**src/design/aznable_pkg.sv**
```systemverilog
`default_nettype none

package aznable_pkg;

	// Bus and memory widths
	typedef logic [15:0] addr_t;
	typedef logic [7:0] byte_t;
	typedef logic [23:0] dn_addr_t;
	typedef logic [7:0] dn_index_t;
	typedef logic [14:0] prog_addr_t;
	typedef logic [13:0] work_addr_t;
	typedef logic [15:0] ms_count_t;

	// One CPU bus cycle, both strobes last a single clock
	typedef struct packed {
		addr_t addr;
		byte_t wdata;
		logic rd;
		logic wr;
	} cpu_req_t;

	// One byte from the ROM loader
	typedef struct packed {
		dn_addr_t addr;
		byte_t data;
		dn_index_t index;
		logic wr;
	} dn_req_t;

	// Raw input words from the host framework
	typedef struct packed {
		logic [32:0] timestamp;
		logic [191:0] joystick;
		logic [47:0] paddle;
		logic [10:0] ps2_key;
	} hw_inputs_t;

	typedef enum logic [3:0] {
		REG_PROG,
		REG_TIMESTAMP,
		REG_TIMER,
		REG_JOYSTICK,
		REG_ANALOG,
		REG_PADDLE,
		REG_SPINNER,
		REG_PS2_KEY,
		REG_MOUSE,
		REG_PAUSE,
		REG_MENU,
		REG_WORK,
		REG_NONE
	} region_t;

	// Memory map, each window ends where the next one starts
	localparam addr_t MAP_TIMESTAMP_START = 16'h8002;
	localparam addr_t MAP_TIMER_START = 16'h802A;
	localparam addr_t MAP_JOYSTICK_START = 16'h803A;
	localparam addr_t MAP_ANALOG_START = 16'h80FA;
	localparam addr_t MAP_PADDLE_START = 16'h81BA;
	localparam addr_t MAP_SPINNER_START = 16'h81EA;
	localparam addr_t MAP_PS2_KEY_START = 16'h824A;
	localparam addr_t MAP_MOUSE_START = 16'h8256;
	localparam addr_t MAP_MOUSE_END = 16'h8286;
	localparam addr_t MAP_SYSTEMPAUSE = 16'h82B6;
	localparam addr_t MAP_SYSTEMMENU = 16'h82B7;
	localparam addr_t MAP_WORK_START = 16'hC000;

	localparam dn_index_t DN_INDEX_PROG = 8'd0;

	// 24 MHz clocks per millisecond
	localparam int unsigned MS_PRESCALE = 24000;

endpackage

`default_nettype wire

```
**src/design/bus_fabric.sv**
```systemverilog
`timescale 1ns/1ps
`default_nettype none

module bus_fabric (
	input wire clk_24,
	input wire reset,
	input wire aznable_pkg::cpu_req_t cpu_req,
	output aznable_pkg::region_t region,
	input wire aznable_pkg::byte_t prog_rdata,
	input wire prog_rvalid,
	input wire aznable_pkg::byte_t work_rdata,
	input wire aznable_pkg::byte_t io_rdata,
	input wire aznable_pkg::byte_t ctl_rdata,
	output aznable_pkg::byte_t cpu_rdata,
	output logic cpu_rvalid
);

	import aznable_pkg::*;

	logic rd_valid;
	region_t rd_region;

	function automatic logic in_window(input addr_t a, input addr_t lo, input addr_t hi);
		return (a >= lo) && (a < hi);
	endfunction

	// Address decode
	always_comb
	begin
		if (cpu_req.addr[15] == 1'b0)
			region = REG_PROG;
		else if (cpu_req.addr >= MAP_WORK_START)
			region = REG_WORK;
		else if (in_window(cpu_req.addr, MAP_TIMESTAMP_START, MAP_TIMER_START))
			region = REG_TIMESTAMP;
		else if (in_window(cpu_req.addr, MAP_TIMER_START, MAP_JOYSTICK_START))
			region = REG_TIMER;
		else if (in_window(cpu_req.addr, MAP_JOYSTICK_START, MAP_ANALOG_START))
			region = REG_JOYSTICK;
		else if (in_window(cpu_req.addr, MAP_ANALOG_START, MAP_PADDLE_START))
			region = REG_ANALOG;
		else if (in_window(cpu_req.addr, MAP_PADDLE_START, MAP_SPINNER_START))
			region = REG_PADDLE;
		else if (in_window(cpu_req.addr, MAP_SPINNER_START, MAP_PS2_KEY_START))
			region = REG_SPINNER;
		else if (in_window(cpu_req.addr, MAP_PS2_KEY_START, MAP_MOUSE_START))
			region = REG_PS2_KEY;
		else if (in_window(cpu_req.addr, MAP_MOUSE_START, MAP_MOUSE_END))
			region = REG_MOUSE;
		else if (cpu_req.addr == MAP_SYSTEMPAUSE)
			region = REG_PAUSE;
		else if (cpu_req.addr == MAP_SYSTEMMENU)
			region = REG_MENU;
		else
			region = REG_NONE;
	end

	// Non-program reads always answer on the next cycle
	always_ff @(posedge clk_24)
	begin
		if (reset)
			rd_valid <= 1'b0;
		else
			rd_valid <= cpu_req.rd && (region != REG_PROG);
	end

	always_ff @(posedge clk_24)
	begin
		if (cpu_req.rd)
			rd_region <= region;
	end

	assign cpu_rvalid = rd_valid || prog_rvalid;

	// Select the peer that answered
	always_comb
	begin
		if (prog_rvalid)
			cpu_rdata = prog_rdata;
		else
		begin
			case (rd_region)
				REG_WORK: cpu_rdata = work_rdata;
				REG_TIMESTAMP, REG_JOYSTICK, REG_PADDLE, REG_PS2_KEY: cpu_rdata = io_rdata;
				REG_TIMER, REG_PAUSE, REG_MENU: cpu_rdata = ctl_rdata;
				default: cpu_rdata = '0;
			endcase
		end
	end

endmodule

`default_nettype wire

```
**config.mk**
```make
export PLATFORM = sky130hd
export DESIGN_NAME = bus_fabric
export DESIGN_NICKNAME = d
export VERILOG_FILES = /design/src/design/aznable_pkg.sv /design/src/design/bus_fabric.sv
export SDC_FILE = /design/constraint.sdc
export NUM_CORES = 1
export LEC_CHECK = 0
export BUFFER_PORTS_ARGS = -buffer_cell sky130_fd_sc_hd__buf_2
export CAP_MARGIN = 30
export CORE_MARGIN = 5
export CORE_UTILIZATION = 40
export DETAILED_ROUTE_END_ITERATION = 8
export HOLD_SLACK_MARGIN = 0.15
export PLACE_DENSITY = 0.85
export SLEW_MARGIN = 20
export SYNTH_ARGS = -nofsm -noshare
export SYNTH_HDL_FRONTEND = slang
export SYNTH_SLANG_ARGS = --single-unit
```
**constraint.sdc**
```tcl
create_clock -name clk_24 -period 5 [get_ports clk_24]
set_clock_uncertainty 0.2 [all_clocks]
set_input_delay 1.25 -clock clk_24 [delete_from_list [all_inputs] [get_ports clk_24]]
set_output_delay 1.25 -clock clk_24 [all_outputs]
set_load 0.005 [all_outputs]
```
Word-level counts from Yosys, hierarchy flattened
Cells that the tools add are included.
W data, S select, Z words.
Storage, ports and cells
  output and inout port bits: 13
  input bits: 61
  register bits after elaboration: 5
  word-level logic and storage cells: 56
Cells by class
  equal/unequal tests: 10
  reductions and logical operators: 13
  $lt $le $gt $ge: 17
  muxes and demuxes: 14
Operator list (count)
  $ge A16 B16 Y1 const B: 9
  $lt A16 B16 Y1 const B: 8
  $mux W4: 9
  $eq A16 B16 Y1 const B: 2
  $pmux W8 S3: 1
  $eq A4 B4 Y1 const B: 3
  $logic_and A1 B1 Y1: 9
  $mux W3: 3
  $eq A4 B2 Y1 const B: 2
  $eq A4 B3 Y1 const B: 2
  $mux W8: 1
  $eq A4 B1 Y1 const B: 1
  $reduce_bool A4 Y1: 1
  $reduce_or A4 Y1: 1
  $reduce_or A3 Y1: 1
  $logic_or A1 B1 Y1: 1

Logic depth before layout (Yosys ltp)
  depth in word-level cells: 15
  mapped depth: 6
  depth with buffers taken out: 5

Worst setup path before layout
OpenSTA, ideal clock, no wires.
  kind: input -> output
  start point: input port cpu_req[23] (netlist name)
  end point: output port region[0]
  required time: 3.550 ns
  path slack: 1.008 ns
  data arrival time: 2.542 ns
  buffers on the path: 0
  cell stages on the path: 4
  cells stage by stage: or4_4 -> or2_4 -> nor4_4 -> o41a_1
On the way
  longest elaborated chain between the ends: 12
RTL lines
  start, declared: line bus_fabric.sv:7  | input wire aznable_pkg::cpu_req_t cpu_req,
  $ge A16 B16 Y1 (tied with other cells): line bus_fabric.sv:24  | return (a >= lo) && (a < hi);
  $logic_and A1 B1 Y1 or $mux W3 (tied branches): line bus_fabric.sv:24, bus_fabric.sv:50
  $mux W3: line bus_fabric.sv:48  | else if (in_window(cpu_req.addr, MAP_MOUSE_START, MAP_MOUSE_END))
  $mux W4: line bus_fabric.sv:46  | else if (in_window(cpu_req.addr, MAP_PS2_KEY_START, MAP_MOUSE_START))
  $mux W4: line bus_fabric.sv:44  | else if (in_window(cpu_req.addr, MAP_SPINNER_START, MAP_PS2_KEY_START))
  $mux W4: line bus_fabric.sv:42  | else if (in_window(cpu_req.addr, MAP_PADDLE_START, MAP_SPINNER_START))
  $mux W4: line bus_fabric.sv:40  | else if (in_window(cpu_req.addr, MAP_ANALOG_START, MAP_PADDLE_START))
  $mux W4: line bus_fabric.sv:38  | else if (in_window(cpu_req.addr, MAP_JOYSTICK_START, MAP_ANALOG_START))
  $mux W4: line bus_fabric.sv:36  | else if (in_window(cpu_req.addr, MAP_TIMER_START, MAP_JOYSTICK_START))
  $mux W4: line bus_fabric.sv:34  | else if (in_window(cpu_req.addr, MAP_TIMESTAMP_START, MAP_TIMER_START))
  $mux W4 *: line bus_fabric.sv:32  | else if (cpu_req.addr >= MAP_WORK_START)
  $mux W4 *: line bus_fabric.sv:30  | if (cpu_req.addr[15] == 1'b0)
  end, declared: line bus_fabric.sv:8  | output aznable_pkg::region_t region,
Every way passes the cells marked *; elsewhere a longest branch is shown, timed or not.

Worst setup path in the final report
Ends and elaborated chain as after synthesis.

==> results.yml <==
outcome:
  run_status: "completed"
detailed_routing:
  route.detailed.drc: 0
  vias_per_cell: 5.54
  drt-total-wl_mm: 2.80
  detail_route.iter0.violations: 30
  drtPass1Iterations: 4
  wl_per_cell_um: 13.6
  vias: 1141
  route.antenna.remaining_nets: 0
cells_and_area:
  flow.area_growth_from_synthesis_pct: 43.7
  antennaDiodeCount: 0
  final_layout_size_suffix_gt1_share_pct: 41.9
  layout.nets: 241
  commonest_cells_after_routing_fill_and_taps_aside: "64 x sky130_fd_sc_hd__buf_2, 17 x sky130_fd_sc_hd__nand2_1, 16 x sky130_fd_sc_hd__a22o_1"
  fin_util_pct: 59.8
  final_common_cell: "sky130_fd_sc_hd__buf_2"
clock_tree:
  cts.sink_count: 5
  postCtsResizedCells: 0
  cts_setup_buffers: 0
  clk_path_buf_depth: 2
  holdBufCountCts: 0
  cts_htree_levels: 1
  path_clk_slew_ns: 0.04
  tritoncts_clock_tree: "yes"
  number_of_clock_buffers_inserted_by_tritoncts: 3
  root_buffer_master: "sky130_fd_sc_hd__clkbuf_4"
floorplan:
  starting_density_of_the_core_pct: 41.6
  floorplan.die_area_um2: 3040
  die_y_um: 55.2
  ios: 74
  std_cell_rows: 16
  floorplan.die.width_um: 55.2
  core-area_um2: 1960
yosys:
  synthesis.nets: 178
  ys_warnings: 0
  synthCells: 117
  synthDistinctLibCells: 35
  synth.yosys.seq_area_share_pct: 17.2
  syn_area_um2: 816
  ys_ff_latch: 5
  syn-mean-instance-area_um2: 6.97
min_path:
  holdCritStartpoint: "reset"
  hold_path.class: "primary input to flip-flop"
  worst_hold_path.endpoint: "rd_valid"
  worst_hold_path.num_cells: 2
place:
  dpl_worst_slack_ns: 0.658
  dpl.hpwl_mm: 2.33
  finalWeightedCongestion: 0.902
  port_buffers: 64
sta:
  setup_tns_ns: 0
  timing.final.crit_share_pct: 87.3
  setup_viol: 0
  slew_headroom_pct: 60.3
  timing_hold_violations_final: 0
  fin_ws_ns: 0.633
  max_freq_mhz: 229
  worst_pin_slew_ns: 0.596
  layout_min_cycle_time_ns: 4.37
  finalMaxSlewViolations: 0
  rsz0062_at_grt: "no"
  timing.hold.ws_ns: 0.956
setup_path:
  critical_path.startpoint_type: "primary input"
  arrival_ns: 2.92
  cp-end-kind: "output pin"
  worst_ep_required_time_ns: 3.55
  cp_cell_sequence: "buf_2 > or4_4 > nor4_1 > a31o_2 > o41a_1 > buf_2"
  critical-path-slowest-cell: "sky130_fd_sc_hd__or4_4"
  crit_path_start: "cpu_req[23]"
  critical_path.max_fanout: 4
  setup.worst_path.class: "primary input to output pin"
  critPathMaxStageDelay_ns: 0.54
  critPathMostFrequentCell: "sky130_fd_sc_hd__buf_2"
power_and_ir_drop:
  power-per-cell-area_nw_per_um2: 157
  static-leakage-power_uw: 0.000594
  ir_worst_vdd_v: 0.0000822
global_route:
  grt_overflow_total: 0
  maximum_number_of_pins_on_one_net_before_global_route_repair: 19
  grt_pass1_wl_mm: 3.93
  grt_antenna_before_repair: 0
  global_route.usage.total_pct: 17.9
  via_count_of_the_first_global_routing_pass: 991
job:
  drv_cap: 0
## flip-flops by register name, summed over array words and instances (netlist names)
register	count
rd_region	4
rd_valid	1
## per-stage QoR
stage	cells	instance area, um2	total power (uW)
CTS	206	1170	185
global route	206	1170	197
detailed placement	202	1150	134
global placement	202	1150	131
finish	206	1170	184
floorplan	117	816	96.7
## synth_stat cells (all sizes together)
master	number	area share, %
and3	1	0.77
a21o	1	0.92
o22ai	8	6.1
a31o	2	2.1
and2	1	0.77
nor3	5	3.1
o41a	1	1.4
a31oi	1	0.77
o2bb2ai	1	1.1
o21a	2	1.8
a211o	1	1.1
or4	1	1.4
nand3	4	2.5
nor4	5	5.7
a21oi	4	2.5
o21ai	3	1.8
edfxtp	4	15
dfxtp	1	2.5
or3	1	0.77
clkbuf	5	2.3
nor3b	1	0.92
and2b	1	1.1
a211oi	1	0.92
xnor2	1	1.1
or2	3	2.6
inv	10	4.6
nand2b	6	4.6
nor2	6	2.8
buf	1	0.61
a22o	16	17
nand3b	2	1.8
nand2	17	7.8
## worst max path at each step
stage / end / slack, ns / cells past startpoint
final: region[0] / 0.63 / 6
after global routing: region[0] / 0.60 / 6
after CTS: region[0] / 0.65 / 6
after detailed placement: region[0] / 0.66 / 6
after global placement: region[0] / 0.68 / 6
after floorplan: region[0] / 1.01 / 4
## routing by layer
layer	global-route usage [%]	vias up	wire length [um]
met5	0	-	0
met4	8.50	0	17
met3	2.95	2	371
met2	36.6	65	1440
met1	16.6	509	965
li1	-	565	-
## layout make-up
type | count | area [um2]
inverter | 10 | 37.5
timing repair buffer | 64 | 320
clock buffer | 4 | 26.3
fill | 183 | 790
multi-input combinational | 96 | 614
sequential | 5 | 140
tap | 27 | 33.8
## worst max-delay path: cells and delay by family
family          cells  cell delay [ns]
buf+inv             2             0.21
simple gates        2             1.06
compound gates      2             0.39
## kinds of logic after synthesis
logic type	after synthesis	share of synthesized area (%)
flip-flops	5	17.2
AO/OA/AOI/OAI	41	37.7
AND/OR/NAND/NOR	54	36.5
XOR/XNOR	1	1.07
buffers and inverters	16	7.52
## power by group
part | internal [uW] | total, uW | switching (uW) | leakage [uW]
logic | 41.9 | 80.2 | 38.4 | 0.000532
clock network | 30.3 | 49.3 | 18.9 | 0.0000150
registers | 48.6 | 54.2 | 5.60 | 0.0000469
total | 121 | 184 | 62.9 | 0.000594
(Power assumes the default switching activity.)
