<file path="src/design/aznable_pkg.sv">
`default_nettype none

package aznable_pkg;

	// Bus and memory widths
	typedef logic [15:0] addr_t;
	typedef logic [7:0] byte_t;
	typedef logic [23:0] dn_addr_t;
	typedef logic [7:0] dn_index_t;
	typedef logic [14:0] prog_addr_t;
	typedef logic [13:0] work_addr_t;
	typedef logic [15:0] ms_count_t;

	// One CPU bus cycle, both strobes last a single clock
	typedef struct packed {
		addr_t addr;
		byte_t wdata;
		logic rd;
		logic wr;
	} cpu_req_t;

	// One byte from the ROM loader
	typedef struct packed {
		dn_addr_t addr;
		byte_t data;
		dn_index_t index;
		logic wr;
	} dn_req_t;

	// Raw input words from the host framework
	typedef struct packed {
		logic [32:0] timestamp;
		logic [191:0] joystick;
		logic [47:0] paddle;
		logic [10:0] ps2_key;
	} hw_inputs_t;

	typedef enum logic [3:0] {
		REG_PROG,
		REG_TIMESTAMP,
		REG_TIMER,
		REG_JOYSTICK,
		REG_ANALOG,
		REG_PADDLE,
		REG_SPINNER,
		REG_PS2_KEY,
		REG_MOUSE,
		REG_PAUSE,
		REG_MENU,
		REG_WORK,
		REG_NONE
	} region_t;

	// Memory map, each window ends where the next one starts
	localparam addr_t MAP_TIMESTAMP_START = 16'h8002;
	localparam addr_t MAP_TIMER_START = 16'h802A;
	localparam addr_t MAP_JOYSTICK_START = 16'h803A;
	localparam addr_t MAP_ANALOG_START = 16'h80FA;
	localparam addr_t MAP_PADDLE_START = 16'h81BA;
	localparam addr_t MAP_SPINNER_START = 16'h81EA;
	localparam addr_t MAP_PS2_KEY_START = 16'h824A;
	localparam addr_t MAP_MOUSE_START = 16'h8256;
	localparam addr_t MAP_MOUSE_END = 16'h8286;
	localparam addr_t MAP_SYSTEMPAUSE = 16'h82B6;
	localparam addr_t MAP_SYSTEMMENU = 16'h82B7;
	localparam addr_t MAP_WORK_START = 16'hC000;

	localparam dn_index_t DN_INDEX_PROG = 8'd0;

	// 24 MHz clocks per millisecond
	localparam int unsigned MS_PRESCALE = 24000;

endpackage

`default_nettype wire

</file>
<file path="src/design/io_window.sv">
`timescale 1ns/1ps
`default_nettype none

module io_window (
	input wire clk_24,
	input wire aznable_pkg::cpu_req_t cpu_req,
	input wire aznable_pkg::region_t region,
	input wire aznable_pkg::hw_inputs_t hw_inputs,
	output aznable_pkg::byte_t io_rdata
);

	import aznable_pkg::*;

	// Byte offsets into each window
	addr_t ts_off;
	addr_t joy_off;
	addr_t pad_off;
	addr_t key_off;

	assign ts_off = cpu_req.addr - MAP_TIMESTAMP_START;
	assign joy_off = cpu_req.addr - MAP_JOYSTICK_START;
	assign pad_off = cpu_req.addr - MAP_PADDLE_START;
	assign key_off = cpu_req.addr - MAP_PS2_KEY_START;

	// Words are zero extended, so bytes past the top read as zero
	function automatic byte_t pick_byte(input logic [255:0] word, input logic [4:0] k);
		return word[{k, 3'b000} +: 8];
	endfunction

	always_ff @(posedge clk_24)
	begin
		if (cpu_req.rd)
		begin
			case (region)
				REG_TIMESTAMP:
					io_rdata <= pick_byte(256'(hw_inputs.timestamp), {2'b00, ts_off[2:0]});
				REG_JOYSTICK:
					io_rdata <= pick_byte(256'(hw_inputs.joystick), joy_off[4:0]);
				REG_PADDLE:
					io_rdata <= pick_byte(256'(hw_inputs.paddle), {2'b00, pad_off[2:0]});
				REG_PS2_KEY:
					io_rdata <= pick_byte(256'(hw_inputs.ps2_key), {4'b0000, key_off[0]});
				default:
					io_rdata <= '0;
			endcase
		end
	end

endmodule

`default_nettype wire

</file>
<file path="config.mk">
export PLATFORM = sky130hd
export DESIGN_NAME = io_window
export DESIGN_NICKNAME = d
export VERILOG_FILES = /design/src/design/aznable_pkg.sv /design/src/design/io_window.sv
export SDC_FILE = /design/constraint.sdc
export NUM_CORES = 1
export LEC_CHECK = 0
export BUFFER_PORTS_ARGS = -buffer_cell sky130_fd_sc_hd__buf_4
export CORE_AREA = 2 2 127 129
export DETAILED_ROUTE_END_ITERATION = 6
export DIE_AREA = 0 0 129 131
export GPL_ROUTABILITY_DRIVEN = 0
export PLACE_DENSITY = 0.56
export SLEW_MARGIN = 30
export SYNTH_ARGS = -nofsm -noshare
export SYNTH_HDL_FRONTEND = slang
export SYNTH_SLANG_ARGS = --single-unit
</file>
<file path="constraint.sdc">
create_clock -name clk_24 -period 3.04 [get_ports clk_24]
set_clock_uncertainty 0.15 [all_clocks]
set_input_delay 0.152 -clock clk_24 [delete_from_list [all_inputs] [get_ports clk_24]]
set_output_delay 0.152 -clock clk_24 [all_outputs]
set_load 0.01 [all_outputs]
</file>
Word level (Yosys, flattened, before mapping). Cells that the tools add are included.

Register bits after elaboration: 8. Bits of input ports: 315. Output and inout port bits: 8.

Add/subtract/negate cells: 4. Eq/ne operators: 4. Shifts and indexed selects: 4. Mux-type cells: 1.

Operators with widths (number): $shiftx A256 B7 Y8 (2); $shiftx A256 B5 Y8 (1); $shiftx A256 B9 Y8 (1); $pmux W8 S4 (1); $eq A4 B3 Y1 const B (2); $sub A3 B2 Y3 const B (2); $sub A5 B5 Y5 const B (1); $eq A4 B1 Y1 const B (1); $eq A4 B2 Y1 const B (1); $sub A1 B1 Y1 const B (1).

Depth between registers and ports, before layout. Gate-level depths: netlist of run 1.

Depth in word-level cells: 3. Gate-level depth with buffers: 13.

Least setup slack after synthesis of run 1. No wires, ideal clock.

Path kind: input-to-reg. Start point: input cpu_req[11] (netlist name). End point: register io_rdata[1] (data pin). Library setup time: 0.263 ns. Data arrival time: 2.626 ns. Required time: 2.627 ns. Slack: 0.001 ns. Stages on the path: 13. Buffers on the path: 6. Path through: buf_6 > buf_8 > buf_2 > buf_2 > inv_2 > ha_1 > buf_2 > clkbuf_1 > mux4_2 > mux2i_1 > a21oi_1 > a221oi_1 > nand2_1.

Cells in the longest elaborated chain, start to end: 3. Elaborated cells between the ends (all ways): 7.

RTL lines: from (decl) (line io_window.sv:6) `input wire aznable_pkg::cpu_req_t cpu_req,`; $sub A5 B5 Y5 / $sub A3 B2 Y3 (equally long branches) (line io_window.sv:21, io_window.sv:20, io_window.sv:22); $shiftx A256 B9 Y8 / $shiftx A256 B7 Y8 (equally long branches) (line io_window.sv:27) `return word[{k, 3'b000} +: 8];`; $pmux W8 S4 * (line io_window.sv:34) `case (region)`; to (signal assigned) (line io_window.sv:36) `io_rdata <= pick_byte(256'(hw_inputs.timestamp), {2'b00, ts_off[2:0]});`; to (signal assigned) (line io_window.sv:38) `io_rdata <= pick_byte(256'(hw_inputs.joystick), joy_off[4:0]);`; to (signal assigned) (line io_window.sv:40) `io_rdata <= pick_byte(256'(hw_inputs.paddle), {2'b00, pad_off[2:0]});`; to (decl) (line io_window.sv:9) `output aznable_pkg::byte_t io_rdata`.

Mark *: on every way between the ends. The rest lies on a longest branch, timed or not. A chain may end at the register's enable or synchronous reset.

Worst setup path after layout of run 1.
Start point: input cpu_req[12] (netlist name). End point: register io_rdata[6] (data pin).

Same word-level chain as after synthesis.

==> flow_summary_export.csv, run 1 <==
group,metric,value,unit
placed_design,place_ws,0.3173,ns
clocking,cts_root_buffer,"clkbuf_16",
finish,syn_to_final_growth,89.90,%
clocking,post_cts_buffers,0,
finish,reg_top3,"io_rdata (8)",
floorplanning,die_h,131,um
setup_path,worstPathArrival,2.21,ns
global_route,grtUsageMet3,0.02321,
detailed_routing,via_count,3562,
synth,synthesis.nets,576,
floorplanning,die-area,16900,um2
timing,fin_crit_sh,0.7969,
run_status,outcome,"completed",
synth,yosys_warnings,0,
global_route,grt_pass1_wl,20300,um
detailed_routing,ant_nets,0,
synth,synthCells,260,
global_route,grt_pass1_vias,3788,
global_route,grt-busiest-layer,"met2",
synth,ys_seq_elements,8,
synth,synth_compound_area_frac,0.09930,
run,max_cap_violations,0,
synth,synth-edff-count,8,
finish,regMostFlops,"io_rdata",
timing,maxSlewHeadroom,0.4265,
detailed_routing,drtIter0Drc,127,
setup_path,cp-endpoint,"io_rdata[6]$_DFFE_PP_",
finish,diodes,0,
setup_path,cpPeakStageDelay,0.57,ns
detailed_routing,firstDrtPassIters,4,
finish,largest_reg_flops,8,
timing,fin_tns_setup,0,ns
setup_path,end_kind,"flop",
synth,syn_area_per_cell,11.00,um2
clocking,cts_buffers,3,
finish,nets,868,
clocking,cts_buffer_depth,2,
global_route,overflow,0,
setup_path,required,2.82,ns
timing,finalMaxSlewViolations,0,
synth,synth_xor_area_frac,0,
placed_design,hpwlAfterDp,12760,um
finish,final_common_cell,"buf_4",
floorplanning,core_area,15600,um2
finish,fin_area,5431,um2
pwr,max-vdd-ir-drop,0.0001171,V
synth,synthSimpleGateAreaFrac,0.1514,
floorplanning,rows,46,
global_route,grtUsageMet2,0.3022,
pwr,p_leak,2.437,nW
timing,fmax,412.8,MHz
synth,synth_area,2860,um2
setup_path,startpoint,"cpu_req[12]",
timing,hold_violations,0,
synth,synth_fa_ha_area_frac,0.004374,
clocking,cts_sinks,8,
finish,drive_above_1_share,0.7218,
setup_path,worstPathMaxFanout,19,
synth,netlist-cell-type-count,46,
timing,worst_slew_pin_slew,0.8603,ns
finish,final-instance-count-excl-fill,766,
setup_path,critPathSlowestCell,"ha_2",
floorplanning,die_x,129,um
clocking,clk_pin_slew_worst_paths,0.04,ns
clocking,htreeDepth,1,
placed_design,dp.cells,763,
detailed_routing,drc_errors,0,
pwr,p_per_area,193.9,nW/um2
floorplanning,start_util,0.1834,
placed_design,portBuffers,302,
setup_path,worst-path-buf-inv,3,
global_route,grt.total_usage,0.1567,
global_route,met1_usage,0.1889,
finish,final_cell_mix,"buf_4, mux4_2, nand2_1",
placed_design,placed_area,5356,um2
timing,timing.final.ws_setup,0.6174,ns
synth,async_flop_share,0,
global_route,antenna_found_initial,0,
synth,synth_top_family_by_area,"multiplexers",
setup_path,worstSetupPathType,"in2reg",
timing,fin_crit,2.423,ns
clocking,post_cts_resize_count,0,
synth,synth_flop_cell,"edfxtp_1",
synth,yosysSeqAreaShare,0.08399,
timing,rsz0062_at_grt,"no",
hold_path,min_path_type,"in2reg",
detailed_routing,wire_per_inst,18.99,um
floorplanning,ios,323,
detailed_routing,routed_via_density,4.650,
setup_path,crit_chain,"buf_4 -> inv_1 -> ha_2 -> buf_12 -> mux4_2 -> mux2_2 -> a22oi_1 -> nand3_1",
hold_path,holdCritStartpoint,"cpu_req[1]",
timing,setup_violations,0,
clocking,cts_tree,"yes",
global_route,grt_max_degree,33,
clocking,hold_buffers,0,
setup_path,cp_num_cells,8,
setup_path,cp-start-kind,"input pin",
detailed_routing,wl,14550,um
synth,muxShareOfSynthArea,0.6094,
setup_path,crit_family,"multiplexers",
-- kinds of logic (layout without fill, tap and decap cells) --
group / count (synthesis) / count (layout)
mux: 102 / 102
simple gates: 81 / 81
compound gates: 41 / 41
buf+inv: 27 / 317
flops: 8 / 8
fa+ha+maj: 1 / 1
-- how the worst min path moves through the flow --
stage                            endpoint  cells past startpoint
floorplan           io_rdata[0]$_DFFE_PP_                      0
global route        io_rdata[4]$_DFFE_PP_                      1
detailed placement  io_rdata[3]$_DFFE_PP_                      1
finish              io_rdata[4]$_DFFE_PP_                      1
CTS                 io_rdata[4]$_DFFE_PP_                      1
global placement    io_rdata[6]$_DFFE_PP_                      1
-- cell usage after synthesis (2+ instances only) --
cell type   n  area share
edfxtp_1    8       0.084
a22oi_1    10       0.026
o22ai_1     7       0.015
a31oi_1     5       0.011
buf_6       2      0.0079
buf_1       3      0.0039
inv_1       2      0.0026
mux2_2     29        0.11
nor2_1      6      0.0079
o21bai_1    2      0.0052
nor2b_1     8       0.017
nand3_1     8       0.014
nand4b_1    2      0.0061
mux4_1      6       0.055
mux4_2     47        0.37
buf_2      13       0.023
nor4_1      2      0.0044
a221oi_1    2      0.0061
nor4bb_1    2      0.0070
a21oi_1     4      0.0070
clkbuf_1    4      0.0052
mux2i_1    20       0.070
nor3_1      5      0.0087
nand2_1    30       0.039
or3_1       3      0.0066
o21ai_0     6       0.010
or4_1       5       0.013
-- cell type report --
cell class	instances	area, um2
fillers	1594	10170
multi-input cells	225	2475
repair buffers	311	2360
well taps	216	270.3
flip-flops and latches	8	240.2
clock buffers	3	75.07
inverters	3	11.26
-- metal layers --
layer | routed length (um) | up-vias
met5 | 0 | -
li1 | - | 1688
met2 | 7835 | 174
met1 | 5711 | 1690
met3 | 917 | 10
met4 | 82 | 0
-- where the power goes --
group,internal [W],switching [W],total [W]
registers,0.000133,0.00000263,0.000136
clock network,0.000170,0.0000509,0.000220
logic,0.000461,0.000236,0.000697
total,0.000764,0.000289,0.00105
-- through the flow --
| step | total power (W) | util | hold slack, ns |
|---|---|---|---|
| 6_report | 0.001053 | 0.3482 | 0.05461 |
| 5_1_grt | 0.001114 | 0.3482 | 0.06819 |
| 4_1_cts | 0.001066 | 0.3482 | 0.06183 |
| 3_5_place_dp | 0.0008427 | 0.3434 | 0.2998 |
| 3_3_place_gp | 0.0008320 | 0.3434 | 0.2993 |
| 2_1_floorplan | 0.0004567 | - | 0.1145 |
Power figures use the tool's default switching activity.
==> run 2: changes to the inputs <==
- CORE_AREA: 2 2 127 129 -> 2 2 125 127
- DIE_AREA: 0 0 129 131 -> 0 0 127 129
- PLACE_DENSITY: 0.56 -> 0.55
- clock period: 3.04 -> 2.3 ns (I/O delays scaled with it)
==> run 2 against run 1 <==
Critical endpoint is now io_rdata[1]$_DFFE_PP_. Cell count down 2.2%. Flip-flop and latch count unchanged. Clock-buffer cell count unchanged. Sequential power up 35%. Die area down 3.1%. Core utilization up 2.1 points. Critical path depth up 1.
==> flow_summary_export.csv, run 2 (synthesis results as in run 1) <==
group,metric,value,unit
timing,fin_crit_sh,0.9342,
hold_path,holdPathEnd,"io_rdata[1]$_DFFE_PP_",
finish,largest_reg_flops,8,
setup_path,critPathSlowestCell,"ha_4",
finish,drive_above_1_share,0.7273,
pwr,max-vdd-ir-drop,0.0002451,V
clocking,post_cts_buffers,0,
timing,fmax,465.4,MHz
clocking,htreeDepth,1,
timing,worst_slew_pin_slew,0.5359,ns
timing,rsz0062_at_grt,"no",
timing,hold_violations,0,
clocking,cts_tree,"yes",
global_route,grt_max_degree,36,
global_route,grt_pass1_vias,4005,
setup_path,crit_chain,"buf_4 -> inv_8 -> ha_4 -> buf_4 -> mux4_2 -> mux2i_1 -> a21oi_1 -> a221oi_1 -> nand2_1",
clocking,cts_sinks,8,
clocking,cts_root_buffer,"clkbuf_16",
detailed_routing,wl,14610,um
finish,final_core_util,0.3695,
setup_path,required,2.11,ns
pwr,internal_power,0.001031,W
floorplanning,die_h,129,um
run_status,outcome,"completed",
clocking,clk_pin_slew_worst_paths,0.04,ns
detailed_routing,wire_per_inst,19.51,um
finish,final_cell_mix,"buf_4, mux4_2, nand2_1",
hold_path,min_path_type,"in2reg",
setup_path,worstSetupPathType,"in2reg",
timing,maxSlewHeadroom,0.6421,
clocking,cts_buffer_depth,2,
pwr,p_per_area,256.7,nW/um2
setup_path,cp_num_cells,9,
timing,finalMaxSlewViolations,0,
setup_path,cpPeakStageDelay,0.43,ns
finish,final_common_cell,"buf_4",
pwr,p_sw_frac,0.2745,
floorplanning,die-area,16380,um2
placed_design,portBuffers,302,
finish,nets,879,
setup_path,worstPathMaxFanout,16,
floorplanning,die_x,127,um
setup_path,worstPathArrival,1.96,ns
floorplanning,rows,45,
finish,syn_to_final_growth,93.48,%
floorplanning,core_area,14980,um2
global_route,grt.total_usage,0.1692,
timing,fin_tns_setup,0,ns
finish,regMostFlops,"io_rdata",
placed_design,dp.cells,746,
detailed_routing,drtIter0Drc,153,
pwr,combPwrFrac,0.668,
clocking,hold_buffers,0,
detailed_routing,firstDrtPassIters,7,
finish,final-instance-count-excl-fill,749,
floorplanning,start_util,0.1910,
pwr,p_switching,0.0003899,W
timing,whs,0.03792,ns
setup_path,cp-start-kind,"input pin",
finish,reg_top3,"io_rdata (8)",
finish,diodes,0,
clocking,post_cts_resize_count,0,
global_route,antenna_found_initial,1,
setup_path,critPathMostFrequentCell,"buf_4",
clocking,cts_buffers,3,
global_route,grt_pass1_wl,21450,um
hold_path,whs_path_depth,1,
global_route,overflow,0,
detailed_routing,ant_nets,0,
pwr,seqPwrFrac,0.129,
placed_design,hpwlAfterDp,13140,um
pwr,clkPwrFrac,0.203,
hold_path,holdCritStartpoint,"cpu_req[1]",
detailed_routing,routed_via_density,4.850,
floorplanning,ios,323,
setup_path,crit_family,"multiplexers",
setup_path,end_kind,"flop",
run,max_cap_violations,0,
setup_path,worst-path-buf-inv,3,
timing,setup_violations,0,
detailed_routing,via_count,3633,
pwr,fin_total_pwr,0.001421,W
pwr,p_leak,2.507,nW
timing,fin_crit,2.149,ns
detailed_routing,drc_errors,0,
-- run 2: final cells by class --
class                      instances  area [um2]
multi-input combinational        225        2485
sequential                         8       240.2
inverter                           3       18.77
tap                              188       235.2
timing repair buffer             322        2480
clock buffer                       3       75.07
fill                            1545        9443
-- run 2: worst max-delay path by stage --
| stage | start | endpoint |
|---|---|---|
| after floorplan | cpu_req[11] | io_rdata[1]$_DFFE_PP_ |
| after global placement | cpu_req[11] | io_rdata[1]$_DFFE_PP_ |
| after detailed placement | cpu_req[11] | io_rdata[1]$_DFFE_PP_ |
| after CTS | cpu_req[11] | io_rdata[1]$_DFFE_PP_ |
| after global routing | cpu_req[11] | io_rdata[2]$_DFFE_PP_ |
| final | cpu_req[11] | io_rdata[1]$_DFFE_PP_ |
-- run 2: per-stage QoR --
step | worst slack (ns) | instance area, um2
final | 0.1513 | 5534
after global placement | -0.09972 | 5459
after floorplan | -0.05954 | 2927
after CTS | 0.1350 | 5534
after global routing | 0.04928 | 5534
after detailed placement | -0.1026 | 5459
-- run 2: layer usage --
layer | global-route usage | vias to the layer above | wire length [um]
met5 | 0 | - | 16
met4 | 0.01551 | 2 | 88
met3 | 0.04615 | 12 | 1261
met2 | 0.3172 | 188 | 7644
met1 | 0.2009 | 1727 | 5599
li1 | - | 1704 | -
-- run 2: power groups by stage --
| stage | Clock, W | Combinational, W | Sequential [W] |
|---|---|---|---|
| after detailed placement | 0 | 0.000961 | 0.000186 |
| final | 0.000288 | 0.000949 | 0.000184 |
| after CTS | 0.000294 | 0.000963 | 0.000184 |
| after global routing | 0.000304 | 0.00102 | 0.000185 |
| after floorplan | 0 | 0.000434 | 0.000188 |
| after global placement | 0 | 0.000949 | 0.000187 |
