File: config.mk
export PLATFORM = sky130hd
export DESIGN_NAME = system_control
export DESIGN_NICKNAME = d
export VERILOG_FILES = /design/src/design/aznable_pkg.sv /design/src/design/system_control.sv
export SDC_FILE = /design/constraint.sdc
export NUM_CORES = 1
export LEC_CHECK = 0
export ABC_AREA = 1
export BUFFER_PORTS_ARGS = -buffer_cell sky130_fd_sc_hd__buf_4
export CAP_MARGIN = 20
export CORE_AREA = 5 5 80 75
export DETAILED_ROUTE_END_ITERATION = 8
export DIE_AREA = 0 0 85 80
export PLACE_DENSITY = 0.73
export SETUP_SLACK_MARGIN = 0.5
export SYNTH_ARGS = -nofsm -noshare
export SYNTH_HDL_FRONTEND = slang
export SYNTH_SLANG_ARGS = --single-unit
File: constraint.sdc
create_clock -name clk_24 -period 2.5 [get_ports clk_24]
set_input_delay 0.125 -clock clk_24 [delete_from_list [all_inputs] [get_ports clk_24]]
set_output_delay 0.125 -clock clk_24 [all_outputs]
set_load 0.05 [all_outputs]
File: src/design/aznable_pkg.sv
`default_nettype none

package aznable_pkg;

	// Bus and memory widths
	typedef logic [15:0] addr_t;
	typedef logic [7:0] byte_t;
	typedef logic [23:0] dn_addr_t;
	typedef logic [7:0] dn_index_t;
	typedef logic [14:0] prog_addr_t;
	typedef logic [13:0] work_addr_t;
	typedef logic [15:0] ms_count_t;

	// One CPU bus cycle, both strobes last a single clock
	typedef struct packed {
		addr_t addr;
		byte_t wdata;
		logic rd;
		logic wr;
	} cpu_req_t;

	// One byte from the ROM loader
	typedef struct packed {
		dn_addr_t addr;
		byte_t data;
		dn_index_t index;
		logic wr;
	} dn_req_t;

	// Raw input words from the host framework
	typedef struct packed {
		logic [32:0] timestamp;
		logic [191:0] joystick;
		logic [47:0] paddle;
		logic [10:0] ps2_key;
	} hw_inputs_t;

	typedef enum logic [3:0] {
		REG_PROG,
		REG_TIMESTAMP,
		REG_TIMER,
		REG_JOYSTICK,
		REG_ANALOG,
		REG_PADDLE,
		REG_SPINNER,
		REG_PS2_KEY,
		REG_MOUSE,
		REG_PAUSE,
		REG_MENU,
		REG_WORK,
		REG_NONE
	} region_t;

	// Memory map, each window ends where the next one starts
	localparam addr_t MAP_TIMESTAMP_START = 16'h8002;
	localparam addr_t MAP_TIMER_START = 16'h802A;
	localparam addr_t MAP_JOYSTICK_START = 16'h803A;
	localparam addr_t MAP_ANALOG_START = 16'h80FA;
	localparam addr_t MAP_PADDLE_START = 16'h81BA;
	localparam addr_t MAP_SPINNER_START = 16'h81EA;
	localparam addr_t MAP_PS2_KEY_START = 16'h824A;
	localparam addr_t MAP_MOUSE_START = 16'h8256;
	localparam addr_t MAP_MOUSE_END = 16'h8286;
	localparam addr_t MAP_SYSTEMPAUSE = 16'h82B6;
	localparam addr_t MAP_SYSTEMMENU = 16'h82B7;
	localparam addr_t MAP_WORK_START = 16'hC000;

	localparam dn_index_t DN_INDEX_PROG = 8'd0;

	// 24 MHz clocks per millisecond
	localparam int unsigned MS_PRESCALE = 24000;

endpackage

`default_nettype wire

File: src/design/system_control.sv
`timescale 1ns/1ps
`default_nettype none

module system_control (
	input wire clk_24,
	input wire reset,
	input wire aznable_pkg::cpu_req_t cpu_req,
	input wire aznable_pkg::region_t region,
	input wire pause,
	input wire menu,
	output aznable_pkg::byte_t ctl_rdata,
	output logic pause_system
);

	import aznable_pkg::*;

	typedef logic [$clog2(MS_PRESCALE) - 1:0] prescale_t;

	prescale_t prescale;
	ms_count_t ms_count;
	addr_t timer_off;
	logic timer_clear;
	logic pause_trigger;
	logic menu_trigger;

	assign timer_off = cpu_req.addr - MAP_TIMER_START;
	assign timer_clear = cpu_req.wr && (region == REG_TIMER);

	// Millisecond timer, any write restarts it from zero
	always_ff @(posedge clk_24)
	begin
		if (reset || timer_clear)
		begin
			prescale <= '0;
			ms_count <= '0;
		end
		else if (prescale == prescale_t'(MS_PRESCALE - 1))
		begin
			prescale <= '0;
			ms_count <= ms_count + 16'd1;
		end
		else
			prescale <= prescale + 1'b1;
	end

	// Pause input clears the trigger even during a write
	always_ff @(posedge clk_24)
	begin
		if (reset || pause)
			pause_trigger <= 1'b0;
		else if (cpu_req.wr && (region == REG_PAUSE))
			pause_trigger <= 1'b1;
	end

	// Menu write acknowledges, and wins over a new request
	always_ff @(posedge clk_24)
	begin
		if (reset || (cpu_req.wr && (region == REG_MENU)))
			menu_trigger <= 1'b0;
		else if (menu)
			menu_trigger <= 1'b1;
	end

	assign pause_system = pause || pause_trigger;

	always_ff @(posedge clk_24)
	begin
		if (cpu_req.rd)
		begin
			case (region)
				REG_TIMER: ctl_rdata <= timer_off[0] ? ms_count[15:8] : ms_count[7:0];
				REG_MENU: ctl_rdata <= {8{menu_trigger}};
				default: ctl_rdata <= '0;
			endcase
		end
	end

endmodule

`default_nettype wire

# [Word level (Yosys, flattened, before mapping)]
# Cells that the tools add are included.
[totals] mem_bits_ro=0 register_bits=41 latchBits=0 memories=0 in_bits=34 output_inout_bits=9 mem_bits_rw=0
[op_classes] addsub=3 n_mux=2 eq_ne=4 div=0 shifts=0 mul=0 n_reduce_logical=8 n_lt_le_gt_ge=0 bitwise=0
[ops] operator="adder 16 x 1 -> 16 bit (second input constant)" n=1
[ops] operator="case mux 8 bit (2 select lines)" n=1
[ops] operator="adder 15 x 1 -> 15 bit (second input constant)" n=1
[ops] operator="equality test 15 bit (second input constant)" n=1
[ops] operator="equality test 4 bit (second input constant)" n=2
[ops] operator="2-to-1 mux 8 bit" n=1
[ops] operator="equality test 4 x 2 -> 1 bit (second input constant)" n=1
[ops] operator="logical OR 1 bit" n=4
[ops] operator="logical AND 1 bit" n=3
[ops] operator="OR reduction 2 bit" n=1
[ops] operator="subtractor 1 bit (second input constant)" n=1

# [Depth between registers and ports, before layout]
# Gate-level depths: netlist of run 1.
[logic_depth] ltp_word=4 depth_mapped=10 depth_no_buf=9

# [Worst setup path before layout of run 1]
# Ideal clock, no wire load.
[synth_path] path_type="register to register" from="reg prescale[0]" to="reg prescale[6]" arrival_time_ps=1270 stages_incl_launch_ff=8 period_less_slack_ps=1389 n_path_buf=1 setup_slack_ps=1111 setup_ps=119 path_cell_list="dfxtp_1 -> ha_1 -> nand2_1 -> nor2_1 -> nand4_2 -> nand2_1 -> buf_4 -> a21oi_1"
[synth_between] elab_chain_cells=2
[synth_rtl] element="from (decl)" line="system_control.sv:19" rtl="prescale_t prescale;"
[synth_rtl] element="from (signal assigned)" line="system_control.sv:43" rtl="prescale <= prescale + 1'b1;"
[synth_rtl] element="branches (longest 2 deep; another with adder 15 x 1 -> 15 bit)"
# Several ways; the timed one is not identified.
# A chain may end at the register's enable or synchronous reset.

# [Final worst setup path of run 1]
[layout_path] from="reg prescale[0]" to="reg prescale[3]"
# The elaborated chain is that of the path after synthesis.

==> results.md, run 1 <==
* Logic gate share of total power at 6.8%
* Die Span Y at 80 µm
* Root Buffer: clkbuf_8
* Vias in the first global route at ~1.9k
* Global-route wire length before repair at around 8.0 mm
* GP Congestion at 0.8660
* Register area share after synthesis at 40.82%
* Synth warn at 0
* Avg Cell Area, Syn at 7.029 µm²
* Worst vdd ir at 289.7 µV
* Outcome: finished, final reports clean
* Pwr Total at 1.295 mW
* Register area at 900.9 µm²
* Fmax at 578.2 MHz
* Mapped Nets at 350
* MaxCap Viol Count at 0
* Die width at approximately 85 µm
* Internal power at 1.008 mW
* Slew at the pin with the worst max-slew slack at 384.8 ps
* Largest net degree at the start of global routing at 17
* Cell Count, Final, Fillers Out at 405
* Gate Count Post-Synth at approximately 310
* Most common cell in the netlist: nand2_1
* Vias per cell at 4.728
* RSZ-0062 raised after global routing: no
* Startpoint Class: flop
* DRT Wirelength at 4.245 mm
* Setup Total Neg Slack at 0 ps
* Port bufs at 19
* Placed insts at 395
* TritonCTS Buffers at 5
* Htree depth at 2
* Area of the multi-input gates at 1100 µm²
* Remaining antenna violation count at 0
* Pins Over Slew Limit at 0
* Worst EP arrival at 1890 ps
* Fin crit share at 69.19%
* Top cells by area, synth: dfxtp_1 (30%), nand2_1 (16%), edfxtp_1 (11%), nor2_1 (7.3%), inv_1 (7.1%)
* Area growth from synthesis to layout at 14.34%
* Lkg Pwr at 1.097 nW
* Reg2Reg Setup Slack at 770 ps
* CTS clk-pin slew, worst paths at approximately 70 ps
* Pre-CTS setup slack at 766.5 ps
* Total inserted antenna cells at 0
* Distinct cells, synth at 34
* Final nets at 373
* Final Hold Viols at 0
* Row cnt at 25
* Detailed-router iteration count before antenna repair at 4
* # setup viols final at 0
* DRT iter0 DRCs at 98
* Filler cells at between 500 and 600
* Total GRT Usage at 14.28%
* Routed wire length per instance at 10.48 µm
* Area leader, netlist: dfxtp_1
* Sequential Power Share at a little over half
* Post-synth EDFFs at 8
* Final design utilization at 49.80%
* Via Count at 1915
* Fin area at about 2500 µm²
* Setup Crit Path Kind: flop to flop
* Worst-Skew Late Latency at 290 ps
* Hold Crit Endpoint: menu_trigger
* Synth cell count leaders: nand2_1 (93), nor2_1 (43), inv_1 (42)
* Pwr dens at 513.1 nW/µm²
* Min Tclk post-route at roughly 1700 ps
* Clk sink count at 41
* Final hold slack at 27.48 ps
* Worst endpoint required time at around 2700 ps
* Post-DP HPWL at 3.288 mm
* Worst r2r src: prescale[0]
* Core area at 5067 µm²
* Hold Path Class: input port to flop
* Min-delay src: cpu_req[0]
* Top FF cell, synth: dfxtp_1
* CTS Buffer Depth at 2
* Clock power frac at 40.0%
* Setup bufs post-CTS at 0
* Setup Skew at 5.662 ps
* Initial core utilization at 43.56%
* Mapped cell area at 2207 µm²
* I/O pin total at 43
* Share of cells above drive strength 1 at 14.50%
* Setup WS post-layout at 770.4 ps
* Fraction of registers with async set/reset at 0%
* Die area at 6800 µm²
* Crit Path Max Fanout at 11
* Yosys reg bits at 41
* Total placed instance area at ~2400 µm²
* Drt drc at 0
* Sw Pwr at between 0.2 and 0.3 mW
* Reg2reg path depth at 6
* Element type at the critical path end: flop
* Share of the synthesized area in the top cell type at 29.93%
* Sw frac at 22.12%
* CTS tree: built
* Initial antenna violation count at 0
* WHS Path Cells at 2
* RR Endpoint: prescale[3]
* Rel. slew slack at roughly 74%
* GRT overflow at 0
==> cells in the final DEF (no fill, tap or decap), types with 5 or more instances in the layout <==
cell type,instances
o21ai_0,5
clkbuf_8,5
o211ai_1,8
nand3_1,16
nand4_1,5
buf_4,19
nand2_1,93
dfxtp_1,33
nor2_1,43
nand2_2,6
edfxtp_1,8
a21oi_1,17
nor3_1,5
inv_1,42
==> metal layers <==
layer	vias to the layer above	track usage (%)	part of all wire (%)
li1	1039	-	-
met1	833	18.36	48
met2	38	23.52	45
met3	5	3.509	5.8
met4	0	4.430	1.3
met5	-	0	0
==> cell families after synthesis <==
logic type               count (synthesis)  share of synthesized area [%]
AO/OA/AOI/OAI                           33                          8.617
XOR/XNOR                                 5                          1.984
adder cells (fa/ha/maj)                  2                          1.134
buffers and inverters                   49                          9.353
flip-flops                              41                          40.82
AND/OR/NAND/NOR                        184                          38.10
==> flip-flops by register name, indices dropped and copies added, names as in the netlist <==
register / flops
menu_trigger: 1
pause_trigger: 1
ms_count: 16
ctl_rdata: 8
prescale: 15
==> final cells by class <==
class	count	area share [%]
multi-input combinational	224	43.58
timing repair buffer	21	6.445
tap	67	3.322
inverter	44	6.594
sequential	41	35.70
clock inverter	3	1.636
clock buffer	5	2.727
==> power groups by stage <==
stage	combinational [mW]	sequential, mW	clock [mW]
2_1_floorplan	0.0365	0.725	0
3_3_place_gp	0.0862	0.704	0
3_5_place_dp	0.0875	0.704	0
4_1_cts	0.0895	0.688	0.539
5_1_grt	0.0975	0.690	0.565
6_report	0.0880	0.688	0.519
==> critical path, stage by stage, from the launching register on <==
cell and delay, ps:
dfxtp_1 350, ha_1 170, nand2_1 140, nor2_1 240, nand4_2 240, nand2_1 380
a21oi_1 80
==> worst max path at each step <==
stage / start / to / slack (ps) / depth (start not counted)
floorplan: prescale[0] / prescale[6] / 1110 / 7
global placement: prescale[0] / prescale[13] / 760 / 6
detailed placement: prescale[0] / prescale[3] / 770 / 6
CTS: prescale[0] / prescale[3] / 730 / 6
global route: prescale[0] / prescale[6] / 580 / 6
finish: prescale[0] / prescale[3] / 770 / 6
==> repair_timing <==
item,in CTS,in global routing
hold buffers,2,0
endpoints found under the hold margin,1,0
gates resized for setup,0,0
setup endpoints to repair,0,0
Note: power is estimated with default switching activity, not from simulation.
==> inputs of run 2 (changes only) <==
--- a/config.mk
+++ b/config.mk
@@ -5,12 +5,12 @@
 export SDC_FILE = /design/constraint.sdc
 export NUM_CORES = 1
 export LEC_CHECK = 0
-export ABC_AREA = 1
+export ABC_AREA = 0
 export BUFFER_PORTS_ARGS = -buffer_cell sky130_fd_sc_hd__buf_4
 export CAP_MARGIN = 20
-export CORE_AREA = 5 5 80 75
+export CORE_AREA = 5 5 76 71
 export DETAILED_ROUTE_END_ITERATION = 8
-export DIE_AREA = 0 0 85 80
+export DIE_AREA = 0 0 81 76
 export PLACE_DENSITY = 0.73
 export SETUP_SLACK_MARGIN = 0.5
 export SYNTH_ARGS = -nofsm -noshare
==> constraint.sdc (replaced) <==
create_clock -name clk_24 -period 1.6 [get_ports clk_24]
set_input_delay 0.08 -clock clk_24 [delete_from_list [all_inputs] [get_ports clk_24]]
set_output_delay 0.08 -clock clk_24 [all_outputs]
set_load 0.05 [all_outputs]
==> results.md, run 2 <==
* Fin crit share at 101.6% (was 69.19%)
* Most common cell after layout, fill and taps aside: buf_4 (was nand2_1)
* RR Endpoint: ms_count[3] (was prescale[3])
* # setup viols final at 4 (was 0)
* Internal power at 1.583 mW (was 1.008 mW)
* Vias in the first global route at 1785 (was 1876)
* CTS tree: built (unchanged)
* Worst-Skew Late Latency at 300 ps (was 290 ps)
* WHS Path Cells at 2 (unchanged)
* Placed insts at 310 (was 395)
* Vias per cell at 5.487 (was 4.728)
* Largest net degree at the start of global routing at 15 (was 17)
* Core area at 4624 µm² (was 5067 µm²)
* Crit Path Max Fanout at 7 (was 11)
* Final design utilization at 61.31% (was 49.80%)
* MaxCap Viol Count at 0 (unchanged)
* Top flop regs: ms_count: 16 flops, prescale: 15 flops, ctl_rdata: 8 flops (unchanged)
* Fmax at 615.3 MHz (was 578.2 MHz)
* Port bufs at 19 (unchanged)
* Total inserted antenna cells at 0 (unchanged)
* CTS Buffer Depth at 2 (unchanged)
* Initial core utilization at 42.02% (was 43.56%)
* Final nets at 305 (was 373)
* Setup Crit Path Kind: flop to flop (unchanged)
* Via Count at 1838 (was 1915)
* Filler cells at 385 (was 514)
* Worst EP arrival at 1860 ps (was 1890 ps)
* Failing checks: negative setup slack
* Total GRT Usage at 16.21% (was 14.28%)
* Gate Count Post-Synth at 205 (was 314)
* Hold Crit Endpoint: menu_trigger (unchanged)
* CTS clk-pin slew, worst paths at 80 ps (was 70 ps)
* DRT Wirelength at 4.954 mm (was 4.245 mm)
* Slew at the pin with the worst max-slew slack at 422.9 ps (was 384.8 ps)
* Initial antenna violation count at 0 (unchanged)
* Setup WS post-layout at -25.15 ps (was 770.4 ps)
* DRT iter0 DRCs at 136 (was 98)
* Top FF cell, synth: dfxtp_1 (unchanged)
* Clock power frac at 40.5% (was 40.0%)
* Synth cell count leaders: dfxtp_1 (33), nor2_1 (18), a21oi_1 (16) (was nand2_1 (93), nor2_1 (43), inv_1 (42))
* Share of the synthesized area in the top cell type at 34.00% (was 29.93%)
* Clk sink count at 41 (unchanged)
* Top cells by area, synth: dfxtp_1 (34%), edfxtp_1 (12%), mux2i_1 (4.6%), o31ai_1 (4.6%), or4_1 (4.6%) (was dfxtp_1 (30%), nand2_1 (16%), edfxtp_1 (11%), nor2_1 (7.3%), inv_1 (7.1%))
* Row cnt at 24 (was 25)
* Register area share after synthesis at 46.36% (was 40.82%)
* GRT overflow at 0 (unchanged)
* Drt drc at 0 (unchanged)
* Share of cells above drive strength 1 at 44.44% (was 14.50%)
* Die width at 81 µm (was 85 µm)
* Die Span Y at 76 µm (was 80 µm)
* Lkg Pwr at 1.112 nW (was 1.097 nW)
* I/O pin total at 43 (unchanged)
* RSZ-0062 raised after global routing: yes (was no)
* Setup Skew at 8.693 ps (was 5.662 ps)
* Post-DP HPWL at 3.053 mm (was 3.288 mm)
* Most common cell in the netlist: dfxtp_1 (was nand2_1)
* Synth warn at 0 (unchanged)
* Reg2Reg Setup Slack at -30 ps (was 770 ps)
* Sequential Power Share at 52.3% (was 53.2%)
* Distinct cells, synth at 35 (was 34)
* Final Hold Viols at 0 (unchanged)
* Worst endpoint required time at 1830 ps (was 2660 ps)
* Htree depth at 2 (unchanged)
* TritonCTS Buffers at 5 (unchanged)
* Pwr dens at 722.7 nW/µm² (was 513.1 nW/µm²)
* Setup Total Neg Slack at -68.24 ps (was 0 ps)
* Die area at 6156 µm² (was 6800 µm²)
* Startpoint Class: flop (unchanged)
* Area leader, netlist: dfxtp_1 (unchanged)
* Outcome: finished, violations left (was finished, final reports clean)
* Fraction of registers with async set/reset at 0% (unchanged)
* Global-route wire length before repair at 7.852 mm (was 8.024 mm)
* Largest reg by FF count: ms_count (unchanged)
* Most frequent cells in the layout: buf_4 (56), dfxtp_1 (22), nor2_1 (18) (was nand2_1 (93), nor2_1 (43), inv_1 (42))
* Avg Cell Area, Syn at 9.479 µm² (was 7.029 µm²)
* GP Congestion at 0.8214 (was 0.8660)
* Root Buffer: clkbuf_8 (unchanged)
* Pre-CTS setup slack at -117.0 ps (was 766.5 ps)
* Final hold slack at 10.67 ps (was 27.48 ps)
* Pins Over Slew Limit at 0 (unchanged)
* Worst r2r src: prescale[6] (was prescale[0])
* Mapped cell area at 1943 µm² (was 2207 µm²)
* Routed wire length per instance at 14.79 µm (was 10.48 µm)
* Worst vdd ir at 436.2 µV (was 289.7 µV)
* Logic gate share of total power at 7.3% (was 6.8%)
* Yosys reg bits at 41 (unchanged)
* Element type at the critical path end: flop (unchanged)
* Cell Count, Final, Fillers Out at 335 (was 405)
* Sw Pwr at 0.4662 mW (was 0.2864 mW)
* Sw frac at 22.75% (was 22.12%)
* Reg2reg path depth at 6 (unchanged)
* Post-synth EDFFs at 8 (unchanged)
* Mapped Nets at 241 (was 350)
* Rel. slew slack at 71.75% (was 74.29%)
* Max reg flops at 16 (unchanged)
* Remaining antenna violation count at 0 (unchanged)
* Min Tclk post-route at 1625 ps (was 1730 ps)
* Min-delay src: cpu_req[0] (unchanged)
* Detailed-router iteration count before antenna repair at 4 (unchanged)
* Hold Path Class: input port to flop (unchanged)
* Area growth from synthesis to layout at 45.91% (was 14.34%)
run 2: cell types whose count changed after synthesis, moves of 4 or more:
cell / before / now
o31ai_1: 0 / 12
xor2_1: 3 / 7
nand3_1: 16 / 12
nand2_1: 93 / 13
inv_1: 42 / 4
or4_1: 0 / 12
mux2i_1: 0 / 9
o211ai_1: 8 / 0
buf_2: 0 / 5
nand2_2: 6 / 0
o21ai_0: 5 / 12
nor3_1: 5 / 1
or3_1: 0 / 5
nor2_1: 43 / 18
run 2: timing repair:
item / 4_1_cts / 5_1_grt
cloned: 2 / 2
hold endpoints to repair: 2 / 0
gates resized for setup: 15 / 27
pin swaps: 11 / 8
setup buffers: 9 / 2
hold buffers: 2 / 0
setup endpoints to repair: 31 / 31
run 2: layer usage:
metal	wire, µm	vias to the layer above	track usage (%)	part of all wire, %
li1	-	898	-	-
met1	2112	892	18.81	43
met2	2554	36	27.50	52
met3	180	12	3.664	3.6
met4	107	0	7.939	2.2
met5	0	-	0	0
run 2: worst max path at each step:
| stage | cells after the start | end | start |
|---|---|---|---|
| floorplan | 6 | ms_count[4] | prescale[1] |
| global placement | 6 | ms_count[3] | prescale[1] |
| detailed placement | 6 | ms_count[2] | prescale[1] |
| CTS | 6 | ms_count[2] | prescale[6] |
| global route | 5 | ms_count[8] | prescale[6] |
| finish | 6 | ms_count[3] | prescale[6] |
run 2: layout make-up:
type	count	area (µm²)	share of cell area, %
Sequential cell	41	927.1	32.70
Timing Repair Buffer	65	516.7	18.23
Clock inverter	3	41.29	1.456
Tap cell	65	81.33	2.868
Inverter	4	15.01	0.5296
Multi-Input combinational cell	152	1185	41.79
Clock buffer	5	68.82	2.427
run 2: cells by family (layout without fill, tap and decap cells):
group           count (synthesis)  after routing  synth area share (%)
flops                          41             41                 46.36
xor+xnor                       12             12                 5.409
compound gates                 43             43                 13.20
simple gates                   83             86                 25.11
mux                             9              9                 4.636
buf+inv                        15             77                 3.992
fa+ha+maj                       2              2                 1.288
run 2: stage by stage:
step	instance area, µm²	total power [mW]
2_1_floorplan	2036	1.186
4_1_cts	2704	2.052
3_3_place_gp	2414	1.234
3_5_place_dp	2414	1.237
5_1_grt	2835	2.124
6_report	2835	2.049
run 2: power groups by stage:
stage | logic, mW | clock network [mW] | registers [mW]
floorplan | 0.0556 | 0 | 1.13
global placement | 0.135 | 0 | 1.10
detailed placement | 0.137 | 0 | 1.10
CTS | 0.144 | 0.835 | 1.07
global route | 0.159 | 0.893 | 1.07
finish | 0.149 | 0.829 | 1.07
run 2: critical path, cell delays in order, from the launching register on:
cell,delay [ps]
dfxtp_2,340
nor4b_4,270
buf_6,170
nand4b_4,170
buf_6,170
or3_1,320
a21oi_2,110
